<file path="config.mk">
export PLATFORM = sky130hd
export DESIGN_NAME = forget_gate_vector
export DESIGN_NICKNAME = d
export VERILOG_FILES = /design/src/forget_gate_pkg.sv /design/src/forget_gate_controller.sv /design/src/forget_gate_vector.sv /design/src/logistic_function.sv /design/src/multiply_accumulator.sv /design/src/vector_buffer.sv
export SDC_FILE = /design/constraint.sdc
export NUM_CORES = 1
export LEC_CHECK = 0
export ABC_AREA = 1
export BUFFER_PORTS_ARGS = -buffer_cell sky130_fd_sc_hd__buf_2
export CORE_MARGIN = 4
export CORE_UTILIZATION = 50
export CTS_CLUSTER_DIAMETER = 60
export DETAILED_ROUTE_END_ITERATION = 10
export PLACE_DENSITY_LB_ADDON = 0.05
export SLEW_MARGIN = 20
export SYNTH_ARGS = -nofsm -noshare
export SYNTH_HDL_FRONTEND = slang
export SYNTH_SLANG_ARGS = --single-unit
</file>
<file path="constraint.sdc">
create_clock -name CLK -period 20.5 [get_ports CLK]
set_input_delay 2.05 -clock CLK [delete_from_list [all_inputs] [get_ports CLK]]
set_output_delay 2.05 -clock CLK [all_outputs]
set_load 0.01 [all_outputs]
</file>
<file path="src/forget_gate_pkg.sv">
////////////////////
// Forget gate shared definitions
// Q8.8 format constants and controller phases
////////////////////

`default_nettype none

package forget_gate_pkg;

  ////////////////////
  // Fixed-point format
  ////////////////////

  localparam int FRAC_BITS = 8;     // Q8.8 data words
  localparam int ACC_SIZE = 32;     // Accumulator and row sum width

  // Hard sigmoid constants in Q8.8
  localparam int SIGMOID_HALF = 128;  // 0.5
  localparam int SIGMOID_ONE = 256;   // 1.0

  ////////////////////
  // Controller phases
  ////////////////////

  typedef enum logic [2:0] {
    IDLE_PHASE,    // Waiting for start
    LOAD_X_PHASE,  // Filling x buffer
    LOAD_R_PHASE,  // Filling r buffer
    LOAD_H_PHASE,  // Filling h buffer
    ROW_W_PHASE,   // W row against x
    ROW_K_PHASE,   // K row against r
    ROW_U_PHASE,   // U row against h
    ROW_B_PHASE    // Bias closes the row
  } fg_phase_e;

endpackage

`default_nettype wire

</file>
<file path="src/forget_gate_controller.sv">
////////////////////
// Forget gate controller
// Phase FSM, element and row counters, MAC operand routing
////////////////////

`default_nettype none

module forget_gate_controller
  import forget_gate_pkg::*;
#(
  parameter int DATA_SIZE = 16,
  parameter int X_SIZE = 4,
  parameter int R_SIZE = 4,
  parameter int L_SIZE = 3,
  parameter int INDEX_SIZE = 2   // Covers the longest vector
) (
  input  wire                     CLK,
  input  wire                     RST,
  input  wire                     start,
  input  wire                     x_in_enable,
  input  wire                     r_in_enable,
  input  wire                     h_in_enable,
  input  wire                     w_in_enable,
  input  wire                     k_in_enable,
  input  wire                     u_in_enable,
  input  wire                     b_in_enable,
  input  wire  [DATA_SIZE-1:0]    w_in,
  input  wire  [DATA_SIZE-1:0]    k_in,
  input  wire  [DATA_SIZE-1:0]    u_in,
  input  wire  [DATA_SIZE-1:0]    b_in,
  input  wire  [DATA_SIZE-1:0]    x_elem,      // Buffered operands
  input  wire  [DATA_SIZE-1:0]    r_elem,
  input  wire  [DATA_SIZE-1:0]    h_elem,
  output logic                    x_write,
  output logic                    r_write,
  output logic                    h_write,
  output logic [INDEX_SIZE-1:0]   write_index,
  output logic [INDEX_SIZE-1:0]   read_index,
  output logic                    mac_enable,
  output logic [DATA_SIZE-1:0]    mac_weight,
  output logic [DATA_SIZE-1:0]    mac_operand,
  output logic                    bias_enable,
  output logic [DATA_SIZE-1:0]    bias,
  output logic                    last_row,    // Aligned with sum_valid
  output logic                    ready
);

  localparam logic [INDEX_SIZE-1:0] X_LAST = INDEX_SIZE'(X_SIZE - 1);
  localparam logic [INDEX_SIZE-1:0] R_LAST = INDEX_SIZE'(R_SIZE - 1);
  localparam logic [INDEX_SIZE-1:0] L_LAST = INDEX_SIZE'(L_SIZE - 1);

  fg_phase_e               phase;
  fg_phase_e               next_phase;  // Where the phase goes after its last element
  logic [INDEX_SIZE-1:0]   elem;        // Element within vector or row
  logic [INDEX_SIZE-1:0]   row;         // Output row l
  logic [INDEX_SIZE-1:0]   elem_last;   // Final element of current phase
  logic                    take;        // Expected strobe seen

  ////////////////////
  // Strobe decode and routing
  ////////////////////

  always_comb begin
    take        = 1'b0;
    elem_last   = '0;
    next_phase  = IDLE_PHASE;
    x_write     = 1'b0;
    r_write     = 1'b0;
    h_write     = 1'b0;
    mac_enable  = 1'b0;
    mac_weight  = w_in;
    mac_operand = x_elem;
    bias_enable = 1'b0;
    unique case (phase)
      IDLE_PHASE: begin
        take       = start;
        next_phase = LOAD_X_PHASE;
      end
      LOAD_X_PHASE: begin
        take       = x_in_enable;
        x_write    = x_in_enable;
        elem_last  = X_LAST;
        next_phase = LOAD_R_PHASE;
      end
      LOAD_R_PHASE: begin
        take       = r_in_enable;
        r_write    = r_in_enable;
        elem_last  = R_LAST;
        next_phase = LOAD_H_PHASE;
      end
      LOAD_H_PHASE: begin
        take       = h_in_enable;
        h_write    = h_in_enable;
        elem_last  = L_LAST;            // h has L elements
        next_phase = ROW_W_PHASE;
      end
      ROW_W_PHASE: begin
        take       = w_in_enable;
        mac_enable = w_in_enable;       // W(l,x) * x(x)
        elem_last  = X_LAST;
        next_phase = ROW_K_PHASE;
      end
      ROW_K_PHASE: begin
        take        = k_in_enable;
        mac_enable  = k_in_enable;      // K(l,k) * r(k)
        mac_weight  = k_in;
        mac_operand = r_elem;
        elem_last   = R_LAST;
        next_phase  = ROW_U_PHASE;
      end
      ROW_U_PHASE: begin
        take        = u_in_enable;
        mac_enable  = u_in_enable;      // U(l,p) * h(p)
        mac_weight  = u_in;
        mac_operand = h_elem;
        elem_last   = L_LAST;
        next_phase  = ROW_B_PHASE;
      end
      ROW_B_PHASE: begin
        take        = b_in_enable;
        bias_enable = b_in_enable;
        next_phase  = (row == L_LAST) ? IDLE_PHASE : ROW_W_PHASE;
      end
    endcase
  end

  assign bias        = b_in;
  assign write_index = elem;
  assign read_index  = elem;  // Same counter walks the buffer

  ////////////////////
  // Phase and counters
  ////////////////////

  always_ff @(posedge CLK or posedge RST) begin
    if (RST) begin
      phase    <= IDLE_PHASE;
      elem     <= '0;
      row      <= '0;
      last_row <= 1'b0;
      ready    <= 1'b0;
    end else begin
      last_row <= bias_enable && (row == L_LAST);  // Registered with the bias
      ready    <= last_row;                        // Lines up with f_out_enable
      if (take) begin
        if (elem == elem_last) begin
          elem  <= '0;
          phase <= next_phase;
        end else begin
          elem <= elem + 1'b1;
        end
        if (phase == ROW_B_PHASE) begin
          row <= (row == L_LAST) ? '0 : row + 1'b1;
        end
      end
    end
  end

endmodule

`default_nettype wire

</file>
<file path="src/forget_gate_vector.sv">
////////////////////
// Forget gate vector top level
// f = sigmoid(W*x + K*r + U*h + b), one word per row
////////////////////

`default_nettype none

module forget_gate_vector
  import forget_gate_pkg::*;
#(
  parameter int DATA_SIZE = 16,
  parameter int X_SIZE = 4,
  parameter int R_SIZE = 4,
  parameter int L_SIZE = 3
) (
  input  wire                   CLK,
  input  wire                   RST,
  input  wire                   start,
  input  wire                   x_in_enable,
  input  wire  [DATA_SIZE-1:0]  x_in,
  input  wire                   r_in_enable,
  input  wire  [DATA_SIZE-1:0]  r_in,
  input  wire                   h_in_enable,
  input  wire  [DATA_SIZE-1:0]  h_in,
  input  wire                   w_in_enable,
  input  wire  [DATA_SIZE-1:0]  w_in,
  input  wire                   k_in_enable,
  input  wire  [DATA_SIZE-1:0]  k_in,
  input  wire                   u_in_enable,
  input  wire  [DATA_SIZE-1:0]  u_in,
  input  wire                   b_in_enable,
  input  wire  [DATA_SIZE-1:0]  b_in,
  output logic                  ready,
  output logic                  f_out_enable,
  output logic [DATA_SIZE-1:0]  f_out
);

  // Controller counter spans the longest vector
  localparam int MAX_SIZE = (X_SIZE > R_SIZE) ? ((X_SIZE > L_SIZE) ? X_SIZE : L_SIZE)
                                              : ((R_SIZE > L_SIZE) ? R_SIZE : L_SIZE);
  localparam int INDEX_SIZE = $clog2(MAX_SIZE);
  localparam int X_INDEX = $clog2(X_SIZE);
  localparam int R_INDEX = $clog2(R_SIZE);
  localparam int L_INDEX = $clog2(L_SIZE);

  logic                        x_write, r_write, h_write;
  logic [INDEX_SIZE-1:0]       write_index;
  logic [INDEX_SIZE-1:0]       read_index;
  logic [DATA_SIZE-1:0]        x_elem, r_elem, h_elem;
  logic                        mac_enable, bias_enable;
  logic [DATA_SIZE-1:0]        mac_weight, mac_operand, bias;
  logic signed [ACC_SIZE-1:0]  sum;
  logic                        sum_valid;

  forget_gate_controller #(
    .DATA_SIZE(DATA_SIZE), .X_SIZE(X_SIZE), .R_SIZE(R_SIZE), .L_SIZE(L_SIZE),
    .INDEX_SIZE(INDEX_SIZE)
  ) controller (
    .CLK, .RST, .start,
    .x_in_enable, .r_in_enable, .h_in_enable,
    .w_in_enable, .k_in_enable, .u_in_enable, .b_in_enable,
    .w_in, .k_in, .u_in, .b_in,
    .x_elem, .r_elem, .h_elem,
    .x_write, .r_write, .h_write, .write_index, .read_index,
    .mac_enable, .mac_weight, .mac_operand, .bias_enable, .bias,
    .last_row(),  // Internal to READY timing
    .ready
  );

  ////////////////////
  // Operand buffers
  ////////////////////

  vector_buffer #(.DATA_SIZE(DATA_SIZE), .DEPTH(X_SIZE)) x_buffer (
    .CLK, .RST, .write(x_write), .write_index(write_index[X_INDEX-1:0]),
    .write_data(x_in), .read_index(read_index[X_INDEX-1:0]), .read_data(x_elem)
  );

  vector_buffer #(.DATA_SIZE(DATA_SIZE), .DEPTH(R_SIZE)) r_buffer (
    .CLK, .RST, .write(r_write), .write_index(write_index[R_INDEX-1:0]),
    .write_data(r_in), .read_index(read_index[R_INDEX-1:0]), .read_data(r_elem)
  );

  vector_buffer #(.DATA_SIZE(DATA_SIZE), .DEPTH(L_SIZE)) h_buffer (
    .CLK, .RST, .write(h_write), .write_index(write_index[L_INDEX-1:0]),
    .write_data(h_in), .read_index(read_index[L_INDEX-1:0]), .read_data(h_elem)
  );

  // Shared MAC then hard sigmoid
  multiply_accumulator #(.DATA_SIZE(DATA_SIZE)) mac (
    .CLK, .RST, .mac_enable, .weight(mac_weight), .operand(mac_operand),
    .bias_enable, .bias, .sum, .sum_valid
  );

  logistic_function #(.DATA_SIZE(DATA_SIZE)) logistic (
    .CLK, .RST, .sum_valid, .sum, .f_out, .f_out_enable
  );

endmodule

`default_nettype wire

</file>
<file path="src/logistic_function.sv">
////////////////////
// Hard sigmoid stage
// sum/4 + 0.5, clamped to 0..1 in Q8.8
////////////////////

`default_nettype none

module logistic_function
  import forget_gate_pkg::*;
#(
  parameter int DATA_SIZE = 16
) (
  input  wire                          CLK,
  input  wire                          RST,
  input  wire                          sum_valid,
  input  wire signed [ACC_SIZE-1:0]    sum,
  output logic [DATA_SIZE-1:0]         f_out,
  output logic                         f_out_enable
);

  logic signed [ACC_SIZE-1:0] linear;  // Unclamped slope line

  assign linear = (sum >>> 2) + ACC_SIZE'(SIGMOID_HALF);

  always_ff @(posedge CLK or posedge RST) begin
    if (RST) begin
      f_out        <= '0;
      f_out_enable <= 1'b0;
    end else begin
      f_out_enable <= sum_valid;  // One stage behind the row sum
      if (sum_valid) begin
        if (linear < 0) begin
          f_out <= '0;                          // Lower rail
        end else if (linear > SIGMOID_ONE) begin
          f_out <= DATA_SIZE'(SIGMOID_ONE);     // Upper rail
        end else begin
          f_out <= DATA_SIZE'(linear);
        end
      end
    end
  end

endmodule

`default_nettype wire

</file>
<file path="src/multiply_accumulator.sv">
////////////////////
// Multiply-accumulate unit
// Q8.8 products summed per row, bias closes the row
////////////////////

`default_nettype none

module multiply_accumulator
  import forget_gate_pkg::*;
#(
  parameter int DATA_SIZE = 16
) (
  input  wire                          CLK,
  input  wire                          RST,
  input  wire                          mac_enable,   // Product strobe
  input  wire  [DATA_SIZE-1:0]         weight,
  input  wire  [DATA_SIZE-1:0]         operand,
  input  wire                          bias_enable,  // Row end strobe
  input  wire  [DATA_SIZE-1:0]         bias,
  output logic signed [ACC_SIZE-1:0]   sum,
  output logic                         sum_valid
);

  logic signed [2*DATA_SIZE-1:0] product;  // Full precision product
  logic signed [ACC_SIZE-1:0]    scaled;   // Back to Q8.8 scale
  logic signed [ACC_SIZE-1:0]    bias_ext;
  logic signed [ACC_SIZE-1:0]    acc;      // Running row sum

  ////////////////////
  // Arithmetic
  ////////////////////

  assign product = $signed(weight) * $signed(operand);
  assign scaled = ACC_SIZE'(product >>> FRAC_BITS);  // Floor shift
  assign bias_ext = ACC_SIZE'($signed(bias));         // Sign extend

  // Accumulator and valid flag
  always_ff @(posedge CLK or posedge RST) begin
    if (RST) begin
      acc       <= '0;
      sum_valid <= 1'b0;
    end else begin
      sum_valid <= bias_enable;
      if (bias_enable) begin
        acc <= '0;                 // Next row starts clean
      end else if (mac_enable) begin
        acc <= acc + scaled;
      end
    end
  end

  // Row sum register
  always_ff @(posedge CLK) begin
    if (bias_enable) begin
      sum <= acc + bias_ext;
    end
  end

endmodule

`default_nettype wire

</file>
<file path="src/vector_buffer.sv">
////////////////////
// Vector buffer
// Strobe-written register file, combinational read
////////////////////

`default_nettype none

module vector_buffer #(
  parameter int DATA_SIZE = 16,
  parameter int DEPTH = 4
) (
  input  wire                         CLK,
  input  wire                         RST,
  input  wire                         write,        // One element this cycle
  input  wire  [$clog2(DEPTH)-1:0]    write_index,
  input  wire  [DATA_SIZE-1:0]        write_data,
  input  wire  [$clog2(DEPTH)-1:0]    read_index,
  output logic [DATA_SIZE-1:0]        read_data
);

  logic [DATA_SIZE-1:0] mem [DEPTH];  // Stored vector

  ////////////////////
  // Write port
  ////////////////////

  always_ff @(posedge CLK or posedge RST) begin
    if (RST) begin
      for (int i = 0; i < DEPTH; i++) begin
        mem[i] <= '0;
      end
    end else if (write) begin
      mem[write_index] <= write_data;
    end
  end

  // Zero-latency read port
  assign read_data = mem[read_index];

endmodule

`default_nettype wire
</file>
==> results of run 1 <==
## area by class of cell
type | count | area share
Multi-Input combinational cell | 2229 | 0.569
Tap cell | 672 | 0.0303
Clock buffer | 48 | 0.0344
Sequential cell | 265 | 0.245
Timing Repair Buffer | 155 | 0.0294
Inverter | 634 | 0.0862
Clock inverter | 12 | 0.00623
## how the worst min path moves through the flow
stage	from	endpoint	cells past startpoint
after floorplan	controller.last_row$_DFF_PP0_	controller.ready$_DFF_PP0_	0
after global placement	controller.last_row$_DFF_PP0_	controller.ready$_DFF_PP0_	0
after global routing	controller.last_row$_DFF_PP0_	controller.ready$_DFF_PP0_	0
after detailed placement	controller.last_row$_DFF_PP0_	controller.ready$_DFF_PP0_	0
final	controller.last_row$_DFF_PP0_	controller.ready$_DFF_PP0_	0
after CTS	controller.last_row$_DFF_PP0_	controller.ready$_DFF_PP0_	0
## sequential cells by signal, indices dropped and copies added, names as in the netlist, 2 cells and up
name,count
controller.phase,3
controller.read_index,2
controller.row,2
h_buffer.mem,48
logistic.f_out,16
mac.acc,32
mac.sum,30
r_buffer.mem,64
x_buffer.mem,64
## routing by layer
metal	vias up	part of all wire	routed length (um)
li1	10200	-	-
met3	115	0.050	3510
met2	587	0.49	34300
met4	2	0.032	2230
met5	-	0.00021	15
met1	10400	0.43	30000
## worst register-to-register path: cells and delay by family (launching register included)
family,cells,cell delay (ns)
buffers and inverters,5,1.67
and+or+nand+nor,13,1.95
AOI/OAI and AO/OA,8,2.23
DFF,1,0.33
adders and majority gates,8,4.33
## synth_stat cells (all sizes together), types with 5 or more instances
| cell type | number |
|---|---|
| fa | 262 |
| nor3 | 28 |
| xnor2 | 21 |
| xor2 | 65 |
| o21ai | 332 |
| o21bai | 5 |
| a31oi | 16 |
| a22o | 16 |
| dfrtp | 235 |
| o31ai | 7 |
| o22ai | 21 |
| a21oi | 130 |
| edfxtp | 30 |
| o211ai | 8 |
| nor4 | 13 |
| a32o | 8 |
| nand4 | 19 |
| nand2 | 843 |
| or2 | 5 |
| clkbuf | 63 |
| a21o | 13 |
| nand3 | 72 |
| buf | 45 |
| inv | 633 |
| ha | 150 |
| nor2 | 170 |
## cell families after synthesis
family,after synthesis,synth area share
XOR/XNOR,86,0.0296
buffers and inverters,742,0.112
AND/OR/NAND/NOR,1155,0.184
adder cells (fa/ha/maj),412,0.280
AO/OA/AOI/OAI,576,0.126
flip-flops,265,0.267
## per-stage QoR
stage	cells	instance area (um^2)	util	setup slack, ns
6_report	4015	27700	0.553	9.87
5_1_grt	4015	27700	0.553	9.03
4_1_cts	4015	27700	0.553	9.84
3_5_place_dp	3955	26600	0.530	9.88
3_3_place_gp	3955	26600	0.530	10.05
2_1_floorplan	3236	25400	-	11.60
==> key figures, run 1 <==
Setup path
  • Worst R2R Start: controller.read_index[0]$_DFFE_PP0N_
  • Setup crit end: mac.acc[31]$_DFFE_PP0P_
  • Category of cells accounting for the largest share of critical-path delay: adder cells
  • Launching element type of the critical path: register
  • CP endpoint kind: register
  • Critical Path Start: controller.read_index[0]$_DFFE_PP0N_
  • Longest individual stage delay on the worst path: just over 0.9 ns
  • Buffers plus inverters on the worst setup path: 5
  • Worst reg2reg endpoint: mac.acc[31]$_DFFE_PP0P_
  • Dominant cell type by count on the critical path: nand2_1
  • Logic depth of the worst setup path including buffers: 34
  • Endpoint arrival time on the critical path: 11.04 ns
  • Worst R2R Path Depth: 34
  • Critical path required time: 20.91 ns
  • Cell with the largest stage delay on the worst path: fa_1
  • Worst-path maximum fanout: 85
  • Setup slack, reg-to-reg: ~9.9 ns
  • Start-to-end type of the worst setup path: reg2reg

Route
  • Via/cell ratio: about 5.3
  • Post-detailed-route DRC marker count: 0
  • Number of violations reported at the end of detailed-routing iteration 0: 1656
  • Routed wire length: roughly 70000 um
  • Number of search-and-repair iterations in the first detailed-routing pass: 6
  • Post-DR wirelength/cell: 17.4 um
  • Vias post-DR: 21300
  • Post-DRT Antenna Nets: 0

Floorplanning
  • Placement row count: 82
  • Core area: 50200 um^2
  • Die area: 54500 um^2
  • IO Count: 140
  • Die X-Extent: 233 um
  • Y dimension of the die: 233 um
  • Starting density of the core: 0.506

Yosys
  • YS warnings: 0
  • Number of distinct library cells after synthesis: 59
  • Post-synthesis sequential element count: 265
  • Cell area after synthesis: approximately 25000 um^2
  • Top cell type's share of synthesized area: 0.231
  • Instance count of the mapped netlist: between 3000 and 4000
  • Cell types occupying the most area after synthesis: dfrtp_1 23%, fa_1 21%, nand2_1 12%
  • Most instantiated flip-flop cell in the synthesis netlist: dfrtp_1
  • Average footprint of a synthesized cell: 7.85 um^2
  • Proportion of register bits with asynchronous set or reset after synthesis: 0.887
  • Sequential-to-total area share from yosys stat: 0.267
  • EDFF count, synth: 30
  • Number of nets produced by synthesis: 3770
  • Cell accounting for the most synthesized area: dfrtp_1

Clocking
  • Resized Gates After CTS: 0
  • Maximum level of the CTS H-tree: 2
  • Clock root cell: clkbuf_16
  • Count of clock tree sinks: 265
  • Clock slew seen by the registers of the worst setup and hold paths: 0.06 ns
  • Total clock buffers created by CTS: 34
  • Number of buffers inserted by post-CTS setup repair: 0
  • TritonCTS clock tree: yes
  • Clock network latency to the later pin of the worst-skew pair: 0.54 ns
  • Number of hold buffers added after CTS: 0
  • Number of buffers between clock root and the deepest sink: 3

STA
  • Final critical path time including I/O delays and setup: about 11 ns
  • Worst Tran Pin Value: 1.13 ns
  • Final hold slack: 0.417 ns
  • Number of endpoints failing setup at the final stage: 0
  • Tightest slew margin relative to the limit: 0.245
  • RSZ-0062 raised after global routing: false
  • Part of the cycle the worst path needs: 0.519
  • Maximum operating frequency: 94.1 MHz
  • Clock skew: 0.0247 ns
  • Number of max-slew violations in the final report: 0
  • Number of hold-slack violations in the final timing report: 0
  • Final sum of negative setup slack: 0 ns

Placed design
  • Final Wtd Congestion: 0.915
  • Post-DP HPWL: approximately 53000 um
  • Port Buffer Count: 139

Cells and area
  • Total area of multi-input combinational cells: 15800 um^2
  • Highest-count cells in the layout ignoring fill and taps: 833 x nand2_1, 622 x inv_1, 315 x o21ai_0
  • Area growth from synthesis to layout: 9.15%
  • # nets final: a little under 4000
  • Most common cell after layout, fill and taps aside: nand2_1
  • Number of inserted filler cells in the final layout: 4890
  • Register area: 6780 um^2
  • Share of post-route cells with drive strength above 1: 0.0760
  • Count of inserted antenna diode cells: 0

Global route
  • Remaining Overflow, GRT: 0
  • Global-route wire length before repair: 114000 um
  • Largest net degree at the start of global routing: 140
  • Layer carrying the most global-route usage: met2
  • Met3 track demand over resource in global routing: 0.0306
  • Met2 Usage GRT: 0.458
  • Antenna violations before repair: 2
  • Routing usage on met1: 0.349
  • Number of global-route vias before repair: 21900
  • Global routing usage summed across all routing layers: 0.264

Status
  • Status: complete, no violations

Job
  • MaxCap Viol Count: 0

Hold path
  • HP Class: reg2reg
Power of run 1 is left out: the tool's default activity adds up to more than one toggle a clock period on the data nets, which glitch-free logic cannot reach.
==> run 2, diff against run 1 <==
clock period = 10.51 ns   (was 20.5 ns; I/O delays follow)
==> run 2 against run 1 <==
Against the previous run:
- clock-buffer cell count decreased by 2
- first-iteration DRC count down 16%
- non-clock buffer count grew 20
- setup slack worse by 9.2 ns
- global-route usage fell by 0.12 points
- utilization is 0.38 points higher
- sequential cell count is the same
- critical path depth is 8 higher
- via count about the same
- critical endpoint is now mac.acc[26]$_DFFE_PP0P_
==> key figures, run 2 (synthesized netlist as in run 1, its figures left out) <==
Status
  • Status: complete, no violations

STA
  • Clock skew: 0.0315 ns
  • Number of hold-slack violations in the final timing report: 0
  • Final critical path time including I/O delays and setup: 9.83 ns
  • Maximum operating frequency: between 100 and 150 MHz
  • RSZ-0062 raised after global routing: false
  • Tightest slew margin relative to the limit: 0.319
  • Final hold slack: 0.361 ns
  • Number of max-slew violations in the final report: 0
  • Part of the cycle the worst path needs: 0.935
  • Number of endpoints failing setup at the final stage: 0
  • Final sum of negative setup slack: 0 ns
  • Worst Tran Pin Value: 1.02 ns

Global route
  • Antenna violations before repair: 0
  • Number of global-route vias before repair: ~22000
  • Global-route wire length before repair: around 110000 um
  • Global routing usage summed across all routing layers: 0.263
  • Remaining Overflow, GRT: 0
  • Largest net degree at the start of global routing: around 100

Floorplanning
  • Y dimension of the die: 233 um
  • Die X-Extent: about 230 um
  • Die area: 54500 um^2
  • Placement row count: 82
  • IO Count: 140
  • Starting density of the core: 0.506
  • Core area: ~50000 um^2

Clocking
  • Total clock buffers created by CTS: 35
  • Clock slew seen by the registers of the worst setup and hold paths: 0.06 ns
  • Maximum level of the CTS H-tree: 2
  • TritonCTS clock tree: yes
  • Number of buffers between clock root and the deepest sink: 3
  • Count of clock tree sinks: 265
  • Clock root cell: clkbuf_16
  • Clock network latency to the later pin of the worst-skew pair: 0.56 ns

Route
  • Post-DRT Antenna Nets: 0
  • Post-detailed-route DRC marker count: 0
  • Routed wire length: 70000 um
  • Number of violations reported at the end of detailed-routing iteration 0: 1395
  • Via/cell ratio: approximately 5.3
  • Vias post-DR: between 20000 and 25000
  • Post-DR wirelength/cell: 17.3 um
  • Number of search-and-repair iterations in the first detailed-routing pass: 5

Setup path
  • Longest individual stage delay on the worst path: between 0.6 and 0.7 ns
  • Dominant cell type by count on the critical path: nand2_1
  • Critical path required time: 10.92 ns
  • Worst R2R Start: controller.phase[0]$_DFFE_PP0P_
  • Worst-path maximum fanout: 24
  • Launching element type of the critical path: register
  • CP endpoint kind: register
  • Cell with the largest stage delay on the worst path: nand3_1
  • Setup slack, reg-to-reg: 0.68 ns
  • Worst R2R Path Depth: 42
  • Worst reg2reg endpoint: mac.acc[26]$_DFFE_PP0P_
  • Endpoint arrival time on the critical path: approximately 10 ns
  • Start-to-end type of the worst setup path: reg2reg

Cells and area
  • Most common cell after layout, fill and taps aside: nand2_1
  • Share of post-route cells with drive strength above 1: 0.0842
  • Highest-count cells in the layout ignoring fill and taps: 829 x nand2_1, 622 x inv_1, 315 x o21ai_0
  • Layout Utilization: 0.557
  • Count of inserted antenna diode cells: 0
  • Largest registers: r_buffer.mem x64, x_buffer.mem x64, h_buffer.mem x48
  • # nets final: 3874
  • Area growth from synthesis to layout: 9.90%

Placed design
  • Final Wtd Congestion: roughly 0.92
  • Post-DP HPWL: 54400 um
  • Port Buffer Count: 139

Hold path
  • HP Start: controller.last_row$_DFF_PP0_
  • HP Class: reg2reg
  • Number of cells on the worst hold path: 0
  • Endpoint, Worst Hold: controller.ready$_DFF_PP0_

Job
  • MaxCap Viol Count: 0
run 2: worst max-delay path by stage:
stage | startpoint | end | slack (ns) | cells past startpoint
floorplan | controller.phase[0]$_DFFE_PP0P_ | mac.acc[31]$_DFFE_PP0P_ | 2.31 | 39
global placement | controller.phase[0]$_DFFE_PP0P_ | mac.acc[26]$_DFFE_PP0P_ | 0.76 | 42
detailed placement | controller.phase[0]$_DFFE_PP0P_ | mac.acc[26]$_DFFE_PP0P_ | 0.77 | 42
CTS | controller.phase[0]$_DFFE_PP0P_ | mac.acc[26]$_DFFE_PP0P_ | 0.73 | 42
global route | controller.phase[0]$_DFFE_PP0P_ | mac.acc[26]$_DFFE_PP0P_ | 0.01 | 42
finish | controller.phase[0]$_DFFE_PP0P_ | mac.acc[26]$_DFFE_PP0P_ | 0.68 | 42
run 2: cell type report:
cell class / instances / area [um^2]
multi-input combinational: 2229 / 15800
tap: 672 / 841
timing repair buffer: 175 / 991
clock inverter: 14 / 151
sequential: 265 / 6780
fill: 4819 / 22200
inverter: 634 / 2390
clock buffer: 46 / 967
run 2: through the flow:
stage	instance area (um^2)	setup slack [ns]	std cells
global route	27900	0.0138	4035
global placement	26800	0.760	3975
detailed placement	26800	0.766	3975
finish	27900	0.682	4035
CTS	27900	0.729	4035
floorplan	25400	2.31	3236
run 2: timing repair:
action | 4_1_cts | 5_1_grt
hold buffers | 0 | 0
setup buffers | 0 | 0
setup endpoints to repair | 0 | 2
endpoints found under the hold margin | 0 | 0
gates resized for setup | 0 | 3
run 2: critical path: cells and delay by family, from the launching register on:
family | cells | cell delay (ns)
compound gates | 8 | 1.59
simple gates | 15 | 2.40
buf+inv | 9 | 1.23
flops | 1 | 0.40
xor+xnor | 1 | 0.23
fa+ha+maj | 9 | 3.83
run 2: layer usage:
layer / routed length (um) / share of wire / up-vias / GRT usage
met2: 34400 / 0.49 / 558 / 0.458
met4: 2520 / 0.036 / 0 / 0.0899
met1: 29900 / 0.43 / 10300 / 0.343
met5: 0 / 0 / - / 0
met3: 3130 / 0.045 / 134 / 0.0282
li1: - / - / 10300 / -
Power of run 2 is left out for the same reason.
